## config.mk

```make
export PLATFORM = sky130hd
export DESIGN_NAME = i3c_daa_target
export DESIGN_NICKNAME = d
export VERILOG_FILES = /design/src/rtl/i3c_daa_pkg.sv /design/src/rtl/bus_monitor.sv /design/src/rtl/bus_rx.sv /design/src/rtl/bus_tx.sv /design/src/rtl/ccc_entdaa.sv /design/src/rtl/daa_addr_table.sv /design/src/rtl/i3c_daa_target.sv
export SDC_FILE = /design/constraint.sdc
export NUM_CORES = 1
export LEC_CHECK = 0
export ABC_CLOCK_PERIOD_IN_PS = 3000
export BUFFER_PORTS_ARGS = -buffer_cell sky130_fd_sc_hd__buf_4
export CAP_MARGIN = 10
export CORE_MARGIN = 2
export CORE_UTILIZATION = 49
export DETAILED_ROUTE_END_ITERATION = 16
export GPL_ROUTABILITY_DRIVEN = 0
export PLACE_DENSITY = 0.8
export SLEW_MARGIN = 20
export SYNTH_ARGS = -nofsm -noshare
export SYNTH_HDL_FRONTEND = slang
export SYNTH_SLANG_ARGS = --single-unit
export TNS_END_PERCENT = 30
```

## constraint.sdc

```tcl
create_clock -name clk_i -period 3 [get_ports clk_i]
set_input_delay 0.6 -clock clk_i [delete_from_list [all_inputs] [get_ports clk_i]]
set_output_delay 0.6 -clock clk_i [all_outputs]
set_load 0.02 [all_outputs]
```

## src/rtl/i3c_daa_pkg.sv

```systemverilog
package i3c_daa_pkg;

  // Broadcast address used by ENTDAA
  localparam logic [6:0] RsvdAddr = 7'h7e;

  // PID + BCR + DCR
  localparam logic [6:0] DevIdBits = 7'd64;

  // Reserved byte reads as addr + rnw, address byte as addr + parity
  typedef struct packed {
    logic [6:0] addr;
    logic       par;
  } addr_par_t;

  typedef union packed {
    logic [7:0] raw;
    addr_par_t  addr_par;
  } rx_byte_u;

  typedef struct packed {
    logic scl_rise;
    logic scl_fall;
    logic rstart;
    logic stop;
    logic sda;
  } bus_evt_t;

  typedef struct packed {
    logic req_byte;
    logic req_bit;
  } rx_req_t;

  typedef struct packed {
    logic req_bit;
    logic value;
  } tx_req_t;

  typedef struct packed {
    logic [47:0] pid;
    logic [7:0]  bcr;
    logic [7:0]  dcr;
  } dev_id_t;

endpackage

```

## src/rtl/bus_monitor.sv

```systemverilog
`timescale 1ns/100ps

module bus_monitor #(
  parameter int unsigned SyncStages = 2
) (
  input  logic                  clk_i,
  input  logic                  rst_ni,
  input  logic                  scl_i,
  input  logic                  sda_i,
  output i3c_daa_pkg::bus_evt_t evt_o
);

  logic [SyncStages-1:0] scl_sync_q;
  logic [SyncStages-1:0] sda_sync_q;
  logic                  scl_s;
  logic                  sda_s;
  logic                  scl_d_q;
  logic                  sda_d_q;
  i3c_daa_pkg::bus_evt_t evt_d;
  i3c_daa_pkg::bus_evt_t evt_q;

  assign scl_s = scl_sync_q[SyncStages-1];
  assign sda_s = sda_sync_q[SyncStages-1];

  // Idle bus is pulled high
  always_ff @(posedge clk_i or negedge rst_ni) begin
    if (!rst_ni) begin
      scl_sync_q <= '1;
      sda_sync_q <= '1;
      scl_d_q    <= 1'b1;
      sda_d_q    <= 1'b1;
    end else begin
      scl_sync_q <= {scl_sync_q[SyncStages-2:0], scl_i};
      sda_sync_q <= {sda_sync_q[SyncStages-2:0], sda_i};
      scl_d_q    <= scl_s;
      sda_d_q    <= sda_s;
    end
  end

  always_comb begin
    evt_d.scl_rise = scl_s & ~scl_d_q;
    evt_d.scl_fall = ~scl_s & scl_d_q;
    // SDA edges while SCL stays high
    evt_d.rstart   = scl_s & scl_d_q & sda_d_q & ~sda_s;
    evt_d.stop     = scl_s & scl_d_q & ~sda_d_q & sda_s;
    evt_d.sda      = sda_s;
  end

  always_ff @(posedge clk_i or negedge rst_ni) begin
    if (!rst_ni) begin
      evt_q <= '0;
    end else begin
      evt_q <= evt_d;
    end
  end

  assign evt_o = evt_q;

  a_start_stop_excl: assert property (@(posedge clk_i) disable iff (!rst_ni)
    !(evt_o.rstart && evt_o.stop));

endmodule

```

## src/rtl/bus_rx.sv

```systemverilog
`timescale 1ns/100ps

module bus_rx (
  input  logic                  clk_i,
  input  logic                  rst_ni,
  input  i3c_daa_pkg::bus_evt_t evt_i,
  input  i3c_daa_pkg::rx_req_t  req_i,
  output i3c_daa_pkg::rx_byte_u data_o,
  output logic                  done_o
);

  logic       req_act;
  logic       req_q;
  logic       shift_en;
  logic [3:0] bit_goal;
  logic [3:0] bit_cnt_q;
  logic [7:0] shift_q;
  logic       done_q;

  assign req_act  = req_i.req_byte | req_i.req_bit;
  assign bit_goal = req_i.req_byte ? 4'd8 : 4'd1;
  assign shift_en = req_act & req_q & evt_i.scl_rise & (bit_cnt_q < bit_goal);

  always_ff @(posedge clk_i or negedge rst_ni) begin
    if (!rst_ni) begin
      req_q     <= 1'b0;
      bit_cnt_q <= '0;
      done_q    <= 1'b0;
    end else begin
      req_q  <= req_act;
      done_q <= 1'b0;
      // New request or bus framing restarts the count
      if (evt_i.rstart || evt_i.stop || (req_act && !req_q)) begin
        bit_cnt_q <= '0;
      end else if (shift_en) begin
        bit_cnt_q <= bit_cnt_q + 4'd1;
        done_q    <= (bit_cnt_q + 4'd1 == bit_goal);
      end
    end
  end

  always_ff @(posedge clk_i) begin
    if (shift_en) begin
      shift_q <= {shift_q[6:0], evt_i.sda};
    end
  end

  assign data_o.raw = shift_q;
  assign done_o     = done_q;

endmodule

```

## src/rtl/bus_tx.sv

```systemverilog
`timescale 1ns/100ps

module bus_tx (
  input  logic                  clk_i,
  input  logic                  rst_ni,
  input  i3c_daa_pkg::bus_evt_t evt_i,
  input  i3c_daa_pkg::tx_req_t  req_i,
  output logic                  sda_oe_o,
  output logic                  done_o,
  output logic                  arb_lost_o
);

  logic bit_act_q;
  logic bit_val_q;
  logic oe_q;
  logic mismatch;

  // Sent a released 1 but someone else held SDA low
  assign mismatch   = bit_val_q & ~evt_i.sda;
  assign done_o     = bit_act_q & evt_i.scl_rise & ~mismatch;
  assign arb_lost_o = bit_act_q & evt_i.scl_rise & mismatch;
  assign sda_oe_o   = oe_q;

  always_ff @(posedge clk_i or negedge rst_ni) begin
    if (!rst_ni) begin
      bit_act_q <= 1'b0;
      oe_q      <= 1'b0;
    end else if (evt_i.rstart || evt_i.stop) begin
      bit_act_q <= 1'b0;
      oe_q      <= 1'b0;
    end else if (evt_i.scl_fall) begin
      // SDA only changes while SCL is low, drive holds through the high phase
      bit_act_q <= req_i.req_bit;
      oe_q      <= req_i.req_bit & ~req_i.value;
    end else if (arb_lost_o) begin
      bit_act_q <= 1'b0;
      oe_q      <= 1'b0;
    end else if (done_o) begin
      bit_act_q <= 1'b0;
    end
  end

  always_ff @(posedge clk_i) begin
    if (evt_i.scl_fall) begin
      bit_val_q <= req_i.value;
    end
  end

  a_done_arb_excl: assert property (@(posedge clk_i) disable iff (!rst_ni)
    !(done_o && arb_lost_o));

endmodule

```

## src/rtl/ccc_entdaa.sv

```systemverilog
`timescale 1ns/100ps

module ccc_entdaa (
  input  logic                  clk_i,
  input  logic                  rst_ni,
  input  i3c_daa_pkg::dev_id_t  dev_id_i,
  input  logic                  start_daa_i,
  input  logic                  process_virtual_i,
  output logic                  done_daa_o,
  input  i3c_daa_pkg::bus_evt_t evt_i,
  output i3c_daa_pkg::rx_req_t  rx_req_o,
  input  i3c_daa_pkg::rx_byte_u rx_data_i,
  input  logic                  rx_done_i,
  output i3c_daa_pkg::tx_req_t  tx_req_o,
  input  logic                  tx_done_i,
  input  logic                  arb_lost_i,
  output logic [6:0]            address_o,
  output logic                  address_valid_o
);

  typedef enum logic [3:0] {
    Idle            = 4'h0,
    WaitStart       = 4'h1,
    ReceiveRsvdByte = 4'h2,
    AckRsvdByte     = 4'h3,
    SendNack        = 4'h4,
    SendID          = 4'h5,
    PrepareIDBit    = 4'h6,
    SendIDBit       = 4'h7,
    LostArbitration = 4'h8,
    ReceiveAddr     = 4'h9,
    AckAddr         = 4'ha,
    Done            = 4'hb,
    Error           = 4'hc
  } state_e;

  state_e      state_q;
  state_e      state_d;
  logic [6:0]  id_bit_cnt_q;
  logic        load_id_cnt;
  logic        tick_id_cnt;
  logic        rsvd_ok;
  logic        parity_ok;
  logic        abort;
  logic [63:0] id_bits;

  assign id_bits   = dev_id_i;
  assign rsvd_ok   = (rx_data_i.addr_par.addr == i3c_daa_pkg::RsvdAddr) &&
                     rx_data_i.addr_par.par;
  // Odd parity over address and parity bit
  assign parity_ok = ^rx_data_i.raw;
  assign abort     = evt_i.stop && !(state_q inside {Idle, Done, Error});

  // Failed rounds end through Error, good or aborted ones through Done
  assign done_daa_o = (state_q == Done) || (state_q == Error);

  always_ff @(posedge clk_i or negedge rst_ni) begin
    if (!rst_ni) begin
      id_bit_cnt_q <= '0;
    end else if (load_id_cnt) begin
      id_bit_cnt_q <= i3c_daa_pkg::DevIdBits;
    end else if (tick_id_cnt) begin
      id_bit_cnt_q <= id_bit_cnt_q - 7'd1;
    end
  end

  always_comb begin
    state_d = state_q;
    unique case (state_q)
      Idle: begin
        if (start_daa_i) state_d = WaitStart;
      end
      WaitStart: begin
        if (evt_i.rstart) state_d = ReceiveRsvdByte;
      end
      ReceiveRsvdByte: begin
        if (rx_done_i) state_d = rsvd_ok ? AckRsvdByte : SendNack;
      end
      AckRsvdByte: begin
        if (tx_done_i) state_d = SendID;
      end
      SendNack: begin
        if (tx_done_i) state_d = Error;
      end
      SendID: begin
        state_d = PrepareIDBit;
      end
      PrepareIDBit: begin
        state_d = (id_bit_cnt_q != '0) ? SendIDBit : Error;
      end
      SendIDBit: begin
        if (arb_lost_i) begin
          state_d = LostArbitration;
        end else if (tx_done_i) begin
          state_d = (id_bit_cnt_q == '0) ? ReceiveAddr : PrepareIDBit;
        end
      end
      LostArbitration: begin
        state_d = Error;
      end
      ReceiveAddr: begin
        if (rx_done_i) state_d = parity_ok ? AckAddr : SendNack;
      end
      AckAddr: begin
        if (tx_done_i) state_d = Done;
      end
      Done: begin
        state_d = Idle;
      end
      Error: begin
        state_d = Idle;
      end
      default: begin
        state_d = Idle;
      end
    endcase
  end

  always_comb begin
    rx_req_o        = '0;
    tx_req_o        = '0;
    load_id_cnt     = 1'b0;
    tick_id_cnt     = 1'b0;
    address_o       = '0;
    address_valid_o = 1'b0;
    unique case (state_q)
      ReceiveRsvdByte: begin
        rx_req_o.req_byte = 1'b1;
      end
      AckRsvdByte, AckAddr: begin
        tx_req_o.req_bit = 1'b1;
        tx_req_o.value   = 1'b0;
      end
      SendNack: begin
        tx_req_o.req_bit = 1'b1;
        tx_req_o.value   = 1'b1;
      end
      SendID: begin
        load_id_cnt = 1'b1;
      end
      PrepareIDBit: begin
        tick_id_cnt = 1'b1;
      end
      SendIDBit: begin
        // Counter already ticked, so 63 selects the PID MSB
        tx_req_o.req_bit = 1'b1;
        tx_req_o.value   = id_bits[id_bit_cnt_q[5:0]];
      end
      ReceiveAddr: begin
        rx_req_o.req_byte = 1'b1;
        if (rx_done_i && parity_ok) begin
          address_o       = rx_data_i.addr_par.addr;
          address_valid_o = 1'b1;
        end
      end
      default: begin
      end
    endcase
  end

  always_ff @(posedge clk_i or negedge rst_ni) begin
    if (!rst_ni) begin
      state_q <= Idle;
    end else if (abort) begin
      state_q <= Done;
    end else begin
      state_q <= state_d;
    end
  end

  a_addr_in_rx: assert property (@(posedge clk_i) disable iff (!rst_ni)
    address_valid_o |-> (state_q == ReceiveAddr));

endmodule

```

## src/rtl/daa_addr_table.sv

```systemverilog
`timescale 1ns/100ps

module daa_addr_table (
  input  logic                 clk_i,
  input  logic                 rst_ni,
  input  logic                 start_i,
  input  logic                 virt_enable_i,
  input  i3c_daa_pkg::dev_id_t main_id_i,
  input  i3c_daa_pkg::dev_id_t virt_id_i,
  input  logic [6:0]           address_i,
  input  logic                 address_valid_i,
  output logic                 start_o,
  output logic                 process_virtual_o,
  output i3c_daa_pkg::dev_id_t dev_id_o,
  output logic [6:0]           main_addr_o,
  output logic                 main_valid_o,
  output logic [6:0]           virt_addr_o,
  output logic                 virt_valid_o
);

  logic [6:0] main_addr_q;
  logic [6:0] virt_addr_q;
  logic       main_valid_q;
  logic       virt_valid_q;

  // Main identity first, virtual one once main holds an address
  assign process_virtual_o = main_valid_q;
  assign dev_id_o          = main_valid_q ? virt_id_i : main_id_i;
  assign start_o           = start_i & (~main_valid_q | (virt_enable_i & ~virt_valid_q));

  always_ff @(posedge clk_i or negedge rst_ni) begin
    if (!rst_ni) begin
      main_valid_q <= 1'b0;
      virt_valid_q <= 1'b0;
    end else if (address_valid_i) begin
      if (process_virtual_o) virt_valid_q <= 1'b1;
      else main_valid_q <= 1'b1;
    end
  end

  always_ff @(posedge clk_i) begin
    if (address_valid_i) begin
      if (process_virtual_o) virt_addr_q <= address_i;
      else main_addr_q <= address_i;
    end
  end

  assign main_addr_o  = main_addr_q;
  assign main_valid_o = main_valid_q;
  assign virt_addr_o  = virt_addr_q;
  assign virt_valid_o = virt_valid_q;

endmodule

```

## src/rtl/i3c_daa_target.sv

```systemverilog
`timescale 1ns/100ps

module i3c_daa_target #(
  parameter int unsigned SyncStages = 2
) (
  input  logic        clk_i,
  input  logic        rst_ni,
  input  logic        scl_i,
  input  logic        sda_i,
  output logic        sda_oe_o,
  input  logic        start_daa_i,
  input  logic        virt_enable_i,
  input  logic [47:0] pid_i,
  input  logic [7:0]  bcr_i,
  input  logic [7:0]  dcr_i,
  input  logic [47:0] virt_pid_i,
  input  logic [7:0]  virt_bcr_i,
  input  logic [7:0]  virt_dcr_i,
  output logic [6:0]  addr_o,
  output logic        addr_valid_o,
  output logic [6:0]  virt_addr_o,
  output logic        virt_addr_valid_o,
  output logic        daa_done_o
);

  i3c_daa_pkg::bus_evt_t evt;
  i3c_daa_pkg::rx_req_t  rx_req;
  i3c_daa_pkg::rx_byte_u rx_data;
  i3c_daa_pkg::tx_req_t  tx_req;
  i3c_daa_pkg::dev_id_t  main_id;
  i3c_daa_pkg::dev_id_t  virt_id;
  i3c_daa_pkg::dev_id_t  dev_id;
  logic                  rx_done;
  logic                  tx_done;
  logic                  arb_lost;
  logic                  start_daa;
  logic                  process_virtual;
  logic [6:0]            address;
  logic                  address_valid;

  assign main_id = {pid_i, bcr_i, dcr_i};
  assign virt_id = {virt_pid_i, virt_bcr_i, virt_dcr_i};

  bus_monitor #(
    .SyncStages(SyncStages)
  ) u_bus_monitor (
    .clk_i (clk_i),
    .rst_ni(rst_ni),
    .scl_i (scl_i),
    .sda_i (sda_i),
    .evt_o (evt)
  );

  bus_rx u_bus_rx (
    .clk_i (clk_i),
    .rst_ni(rst_ni),
    .evt_i (evt),
    .req_i (rx_req),
    .data_o(rx_data),
    .done_o(rx_done)
  );

  bus_tx u_bus_tx (
    .clk_i     (clk_i),
    .rst_ni    (rst_ni),
    .evt_i     (evt),
    .req_i     (tx_req),
    .sda_oe_o  (sda_oe_o),
    .done_o    (tx_done),
    .arb_lost_o(arb_lost)
  );

  ccc_entdaa u_ccc_entdaa (
    .clk_i            (clk_i),
    .rst_ni           (rst_ni),
    .dev_id_i         (dev_id),
    .start_daa_i      (start_daa),
    .process_virtual_i(process_virtual),
    .done_daa_o       (daa_done_o),
    .evt_i            (evt),
    .rx_req_o         (rx_req),
    .rx_data_i        (rx_data),
    .rx_done_i        (rx_done),
    .tx_req_o         (tx_req),
    .tx_done_i        (tx_done),
    .arb_lost_i       (arb_lost),
    .address_o        (address),
    .address_valid_o  (address_valid)
  );

  daa_addr_table u_daa_addr_table (
    .clk_i            (clk_i),
    .rst_ni           (rst_ni),
    .start_i          (start_daa_i),
    .virt_enable_i    (virt_enable_i),
    .main_id_i        (main_id),
    .virt_id_i        (virt_id),
    .address_i        (address),
    .address_valid_i  (address_valid),
    .start_o          (start_daa),
    .process_virtual_o(process_virtual),
    .dev_id_o         (dev_id),
    .main_addr_o      (addr_o),
    .main_valid_o     (addr_valid_o),
    .virt_addr_o      (virt_addr_o),
    .virt_valid_o     (virt_addr_valid_o)
  );

endmodule

```

==> After elaboration in Yosys (flattened, before gate mapping) <==
Index checks and enable logic that the tools add are counted.
{ "word_totals": {"ff_bits": 55, "input_bits": 134, "output_inout_bits": 18, "elab_cells": 138} }
{ "classes": {"n_addsub": 2, "magnitude_cmp": 2, "n_eq_ne": 22, "mux": 40, "bitwise": 27, "n_reduce_logical": 23} }
{ "op_table": {"columns": ["cell", "count"], "rows": [
  ["$mux W4", 16],
  ["$mux W64", 1],
  ["$pmux W4 S11", 1],
  ["$mux W7", 4],
  ["$ne A3 B2 Y1 const B", 7],
  ["$eq A4 B4 Y1 const B", 5],
  ["$and A1 B1 Y1", 17],
  ["$eq A4 B3 Y1 const B", 4],
  ["$mux W1", 15],
  ["$not A1 Y1", 9],
  ["$eq A4 B2 Y1 const B", 2],
  ["$reduce_and A8 Y1", 1],
  ["$reduce_xor A8 Y1", 1],
  ["$eq A7 B7 Y1 const B", 1],
  ["$logic_not A7 Y1", 1],
  ["$lt A6 B7 Y1 const B", 1],
  ["$reduce_bool A7 Y1", 1],
  ["$sub A7 B1 Y7 const B", 1],
  ["$bmux W1 S6", 1],
  ["$pmux W2 S3", 1],
  ["$reduce_bool A3 Y1", 2],
  ["$add A4 B1 Y4 const B", 1],
  ["$eq A4 B1 Y1 const B", 1],
  ["$eq A4 B4 Y1", 1],
  ["other kinds (12)", 21]
]} }

==> Logic depth before layout (Yosys ltp) <==
{ "depth": {"ltp_word": 8, "depth_mapped": 9, "depth_no_buf": 8} }

==> Hierarchy <==
A second synthesis with hierarchy kept.
{ "hier_totals": {"cells_unflattened": 353, "hier_area_um2": 4061.4} }
{ "by_module_without_submodules": {"columns": ["module", "instances", "cells_each", "area_each_um2", "seq_area_each_um2"], "rows": [
  ["ccc_entdaa", 1, 186, 1627.8, 275.3],
  ["daa_addr_table", 1, 95, 1366.3, 470.5],
  ["bus_rx", 1, 44, 606.8, 390.4],
  ["bus_monitor", 1, 15, 315.3, 282.8],
  ["bus_tx", 1, 13, 145.1, 80.1]
]} }

==> Worst setup path after synthesis <==
OpenSTA, ideal clock, no wires.
{ "synth_path": {"path_kind": "reg2reg", "startpoint": "register u_ccc_entdaa.state_q[3]", "endpoint": "register u_bus_rx.bit_cnt_q[3]", "arrival_ns": 2.553, "t_required_ns": 2.863, "setup_slack_ns": 0.309, "stages_incl_launch_ff": 9, "period_less_slack_ns": 2.691, "cell_sequence": "dfrtp_1 -> buf_2 -> or3b_2 -> a21o_1 -> ha_1 -> a2111oi_4 -> nand4_1 -> xor2_1 -> nor2_1"} }
{ "synth_via": {"elab_chain_len": 7, "elab_cells_between_ends": 13} }
{ "synth_rtl": {"columns": ["element", "line", "rtl"], "rows": [
  ["from (decl)", "ccc_entdaa.sv:37", "state_e state_q;"],
  ["from (signal assigned)", "ccc_entdaa.sv:163", "state_q <= Idle;"],
  ["from (signal assigned)", "ccc_entdaa.sv:165", "state_q <= Done;"],
  ["from (signal assigned)", "ccc_entdaa.sv:167", "state_q <= state_d;"],
  ["$eq A4 B2 Y1 / $eq A4 B4 Y1 (equally long branches)", "ccc_entdaa.sv:126", "unique case (state_q)"],
  ["$reduce_or A2 Y1 (no source line) *", null, null],
  ["$mux W1 *", "ccc_entdaa.sv:126", null],
  ["$mux W4 / $and A1 B1 Y1 (equally long branches)", "bus_rx.sv:21, bus_rx.sv:22", null],
  ["$lt A4 B4 Y1 / $and A1 B1 Y1 (equally long branches)", "bus_rx.sv:22", "assign shift_en = req_act & req_q & evt_i.scl_rise & (bit_cnt_q < bit_goal);"],
  ["$and A1 B1 Y1 *", "bus_rx.sv:22", null],
  ["named net u_bus_rx.shift_en", "bus_rx.sv:14", "logic shift_en;"],
  ["$reduce_bool A2 Y1 (no source line) *", null, null],
  ["to (signal assigned)", "bus_rx.sv:36", "bit_cnt_q <= bit_cnt_q + 4'd1;"],
  ["to (decl)", "bus_rx.sv:16", "logic [3:0] bit_cnt_q;"]
]} }
The timed path passes the listed nets; every way through them passes the cells marked *.
A chain may end at the register's enable or synchronous reset.

==> Worst setup path in the final report <==
{ "layout_path": {"startpoint": "register u_ccc_entdaa.state_q[1]", "endpoint": "register u_bus_rx.shift_q[7] (netlist: u_bus_rx.data_o[7]) (enable)"} }
{ "layout_via": {"elab_chain_len": 6, "elab_cells_between_ends": 9} }
{ "layout_rtl": {"columns": ["element", "line", "rtl"], "rows": [
  ["$eq A4 B2 Y1 / $eq A4 B4 Y1 (equally long branches)", "ccc_entdaa.sv:126", null],
  ["$reduce_or A2 Y1 (no source line) *", null, null],
  ["$mux W1 *", "ccc_entdaa.sv:126", null],
  ["$mux W4 / $and A1 B1 Y1 (equally long branches)", "bus_rx.sv:21, bus_rx.sv:22", null],
  ["$lt A4 B4 Y1 / $and A1 B1 Y1 (equally long branches)", "bus_rx.sv:22", null],
  ["$and A1 B1 Y1 *", "bus_rx.sv:22", null],
  ["named net u_bus_rx.shift_en", "bus_rx.sv:14", null],
  ["to (signal assigned)", "bus_rx.sv:44", "shift_q <= {shift_q[6:0], evt_i.sda};"],
  ["to (decl)", "bus_rx.sv:17", "logic [7:0] shift_q;"]
]} }
Marks and branches as above.

==> impl_metrics.py <==
metrics = {
    "final_layout": {
        "layout-drive-gt1-share_pct": 43.8,
        "final_nets": 633,
        "antennaDiodeCount": 0,
        "area_delta_synth_final_pct": 34.8,
    },
    "route": {
        "drt_iter0_drc": 237,
        "drc_errors": 0,
        "routed_wl_mm": 10.2,
        "wl_per_cell_um": 17.1,
        "firstDrtPassIters": 5,
        "vias": 3398,
        "postRouteAntennaNets": 0,
        "viasPerCell": 5.69,
    },
    "synthesis": {
        "yosysWarnings": 0,
        "syn_nets": 487,
        "synth.distinct_cells": 63,
        "yosysSeqAreaShare_pct": 39.6,
        "netlist_instances": 348,
        "syn-cell-area_um2": 3790,
        "async_flop_share_pct": 58.2,
        "synthFlopType": "dfrtp_1",
        "yosys_register_bits": 55,
        "syn_avg_cell_area_um2": 10.9,
        "synth_edf_count": 23,
    },
    "setup_path": {
        "start_kind": "flop",
        "worstSetupPathType": "flop to flop",
        "path_max_fanout": 8,
        "cp_data_required_time_ps": 3030,
        "cp_slowest_cell": "a2111oi_4",
        "slowest_delay_ps": 570,
        "crit_top_cell": "or3b_2",
        "worstPathArrival_ps": 2670,
        "end_kind": "flop",
        "path_cells": "or3b_2 > a21o_1 > ha_1 > or3b_2 > a2111oi_4 > buf_4",
    },
    "power_and_ir_drop": {
        "finalPower_mw": 3.28,
        "powerDensity_nw_per_um2": 642,
        "p_leak_nw": 2.16,
        "peakVddDrop_uv": 307,
    },
    "global_routing": {
        "grt_start_max_net_pins": 33,
        "grt-ovfl-total": 0,
        "antenna_found_initial": 0,
        "grt_pass1_vias": 3268,
        "grt_pass1_wl_mm": 15.7,
        "grtUsageTotal_pct": 23.2,
    },
    "clock_network": {
        "cts_sinks": 55,
        "root_buffer": "clkbuf_8",
        "cts_resized": 0,
        "clockBufferDepth": 2,
        "cts-htree-levels": 2,
        "hold_buffers": 0,
        "cts_tree": "done",
        "cts.repair_timing.setup_buffer_count": 0,
        "clk_latency_ps": 310,
        "clkTransAtPathRegs_ps": 110,
        "numCtsBuffers": 5,
    },
    "timing": {
        "min_period_ps": 2640,
        "max_slew.worst_pin.slew_ps": 705,
        "fmax_ghz": 0.379,
        "finalSetupViolations": 0,
        "slew-limit-headroom_pct": 53.0,
        "rsz0062_at_grt": "no",
        "finalHoldViolations": 0,
        "final.setup_skew_ps": 12.6,
        "post-route-period-util_pct": 87.9,
        "drv_slew": 0,
        "fin_tns_setup_ps": 0,
    },
    "floorplan": {
        "initial_core_util_pct": 49.8,
        "fp.dieH_um": 91.9,
        "dieArea_um2": 8450,
        "io_pins": 152,
        "die_w_um": 91.9,
        "core_um2": 7610,
        "rows": 32,
    },
    "flow_run": {
        "maxCapViolations": 0,
    },
    "place": {
        "hpwl_mm": 8.13,
        "port_buffers": 151,
    },
    "worst_hold_path": {
        "hp-class": "input port to asynchronous set/reset pin",
    },
    "status": {
        "status": "finished, final reports clean",
    },
}
==> worst max-delay path: cells and delay by family (launching register included) <==
family / cells / cell delay [ps]
flip-flops: 1 / 390
buffers and inverters: 1 / 270
AND/OR/NAND/NOR: 2 / 680
AO/OA/AOI/OAI: 2 / 850
adder cells (fa/ha/maj): 1 / 190
==> worst paths after layout <==
kind / from / end / slack, ps / cells after the start
min in group clk_i: u_bus_monitor.scl_sync_q[0]$_DFF_PN1_ / u_bus_monitor.scl_sync_q[1]$_DFF_PN1_ / 360 / 0
max: u_ccc_entdaa.state_q[1]$_DFFE_PN0P_ / u_bus_rx.data_o[7]$_DFFE_PP_ / 360 / 6
max reg2reg: u_ccc_entdaa.state_q[1]$_DFFE_PN0P_ / u_bus_rx.data_o[7]$_DFFE_PP_ / 360 / 6
max in group asynchronous: rst_ni / u_bus_monitor.sda_sync_q[1]$_DFF_PN1_ / 2470 / 1
min reg2reg: u_bus_monitor.scl_sync_q[0]$_DFF_PN1_ / u_bus_monitor.scl_sync_q[1]$_DFF_PN1_ / 360 / 0
min: rst_ni / u_ccc_entdaa.id_bit_cnt_q[0]$_DFFE_PN0P_ / 210 / 1
==> per-stage QoR <==
step	cell area (µm²)	hold WS, ps	util [%]	instances	setup slack, ps
global route	5110	229	67.1	597	195
finish	5110	206	67.1	597	362
floorplan	3790	304	-	348	309
CTS	5110	214	67.1	597	367
detailed placement	5010	352	65.9	589	369
global placement	5010	347	65.9	589	458
==> registers in the layout (all words and copies together) (netlist names) <==
register / count
u_bus_monitor.sda_sync_q: 2
u_bus_monitor.scl_sync_q: 2
u_bus_rx.req_q: 1
u_daa_addr_table.main_valid_o: 1
u_bus_tx.bit_act_q: 1
u_bus_monitor.sda_d_q: 1
u_daa_addr_table.virt_addr_o: 7
u_bus_monitor.scl_d_q: 1
u_ccc_entdaa.state_q: 4
u_bus_tx.bit_val_q: 1
u_bus_rx.data_o: 8
u_bus_monitor.evt_o: 5
u_bus_rx.bit_cnt_q: 4
u_daa_addr_table.main_addr_o: 7
u_daa_addr_table.virt_valid_o: 1
u_bus_rx.done_o: 1
u_bus_tx.sda_oe_o: 1
u_ccc_entdaa.id_bit_cnt_q: 7
==> cells in the mapped netlist, types with 3 or more instances <==
library cell,number,area (µm²)
nand2_1,32,120
dfrtp_1,26,651
mux4_2,24,541
edfxtp_1,23,691
o21ai_0,23,115
nor2_1,22,82.6
nor2b_1,13,81.3
a21oi_1,12,60.1
nand3_1,12,60.1
nor3_1,11,55.1
xnor2_1,11,96.3
and2_1,10,62.6
clkbuf_1,10,37.5
inv_1,10,37.5
dfstp_2,6,158
mux2i_1,6,60.1
buf_2,5,25.0
ha_1,5,62.6
nand3b_1,5,37.5
or3b_2,5,43.8
buf_1,4,15.0
mux2_2,4,45.0
mux4_1,4,105
nand2b_1,4,25.0
xor2_1,4,35.0
a2111oi_0,3,26.3
a211oi_1,3,22.5
nand4_1,3,18.8
==> layer usage <==
| layer | global-route usage [%] | vias up | routed length [µm] |
|---|---|---|---|
| li1 | - | 1614 | - |
| met1 | 33.8 | 1648 | 4410 |
| met2 | 37.9 | 127 | 5140 |
| met3 | 3.53 | 9 | 620 |
| met4 | 3.48 | 0 | 63 |
| met5 | 0 | - | 0 |
==> area by class of cell <==
class                           instances  area [µm²]
Fill cell                             614        2500
Sequential cell                        55        1500
Clock buffer                            5        68.8
Tap cell                              102         128
Multi-Input combinational cell        259        2120
Timing Repair Buffer                  163        1220
Clock inverter                          3        27.5
Inverter                               10        37.5
==> logic make-up (layout without fill, tap and decap cells) <==
| kind of cell | Yosys count | count (layout) | synth area share [%] |
|---|---|---|---|
| and+or+nand+nor | 129 | 129 | 17.8 |
| AOI/OAI and AO/OA | 71 | 71 | 13.0 |
| DFF | 55 | 55 | 39.6 |
| muxes | 39 | 39 | 20.1 |
| buffers and inverters | 34 | 181 | 4.43 |
| xor gates and xnor gates | 15 | 15 | 3.47 |
| adders and majority gates | 5 | 5 | 1.65 |
==> power by group <==
| group | switching, mW | internal [mW] |
|---|---|---|
| registers | 0.205 | 0.893 |
| clock network | 0.251 | 0.172 |
| logic | 0.938 | 0.819 |
| total | 1.39 | 1.88 |
==> cells in the final DEF, fill, tap and decap left out, types with 11 or more instances in the layout <==
| cell type | n |
|---|---|
| a21oi_1 | 12 |
| buf_4 | 163 |
| dfrtp_1 | 25 |
| edfxtp_1 | 23 |
| mux4_2 | 24 |
| nand2_1 | 32 |
| nand3_1 | 12 |
| nor2_1 | 22 |
| nor2b_1 | 13 |
| nor3_1 | 11 |
| o21ai_0 | 23 |
| xnor2_1 | 11 |
Power figures use the tool's default switching activity.
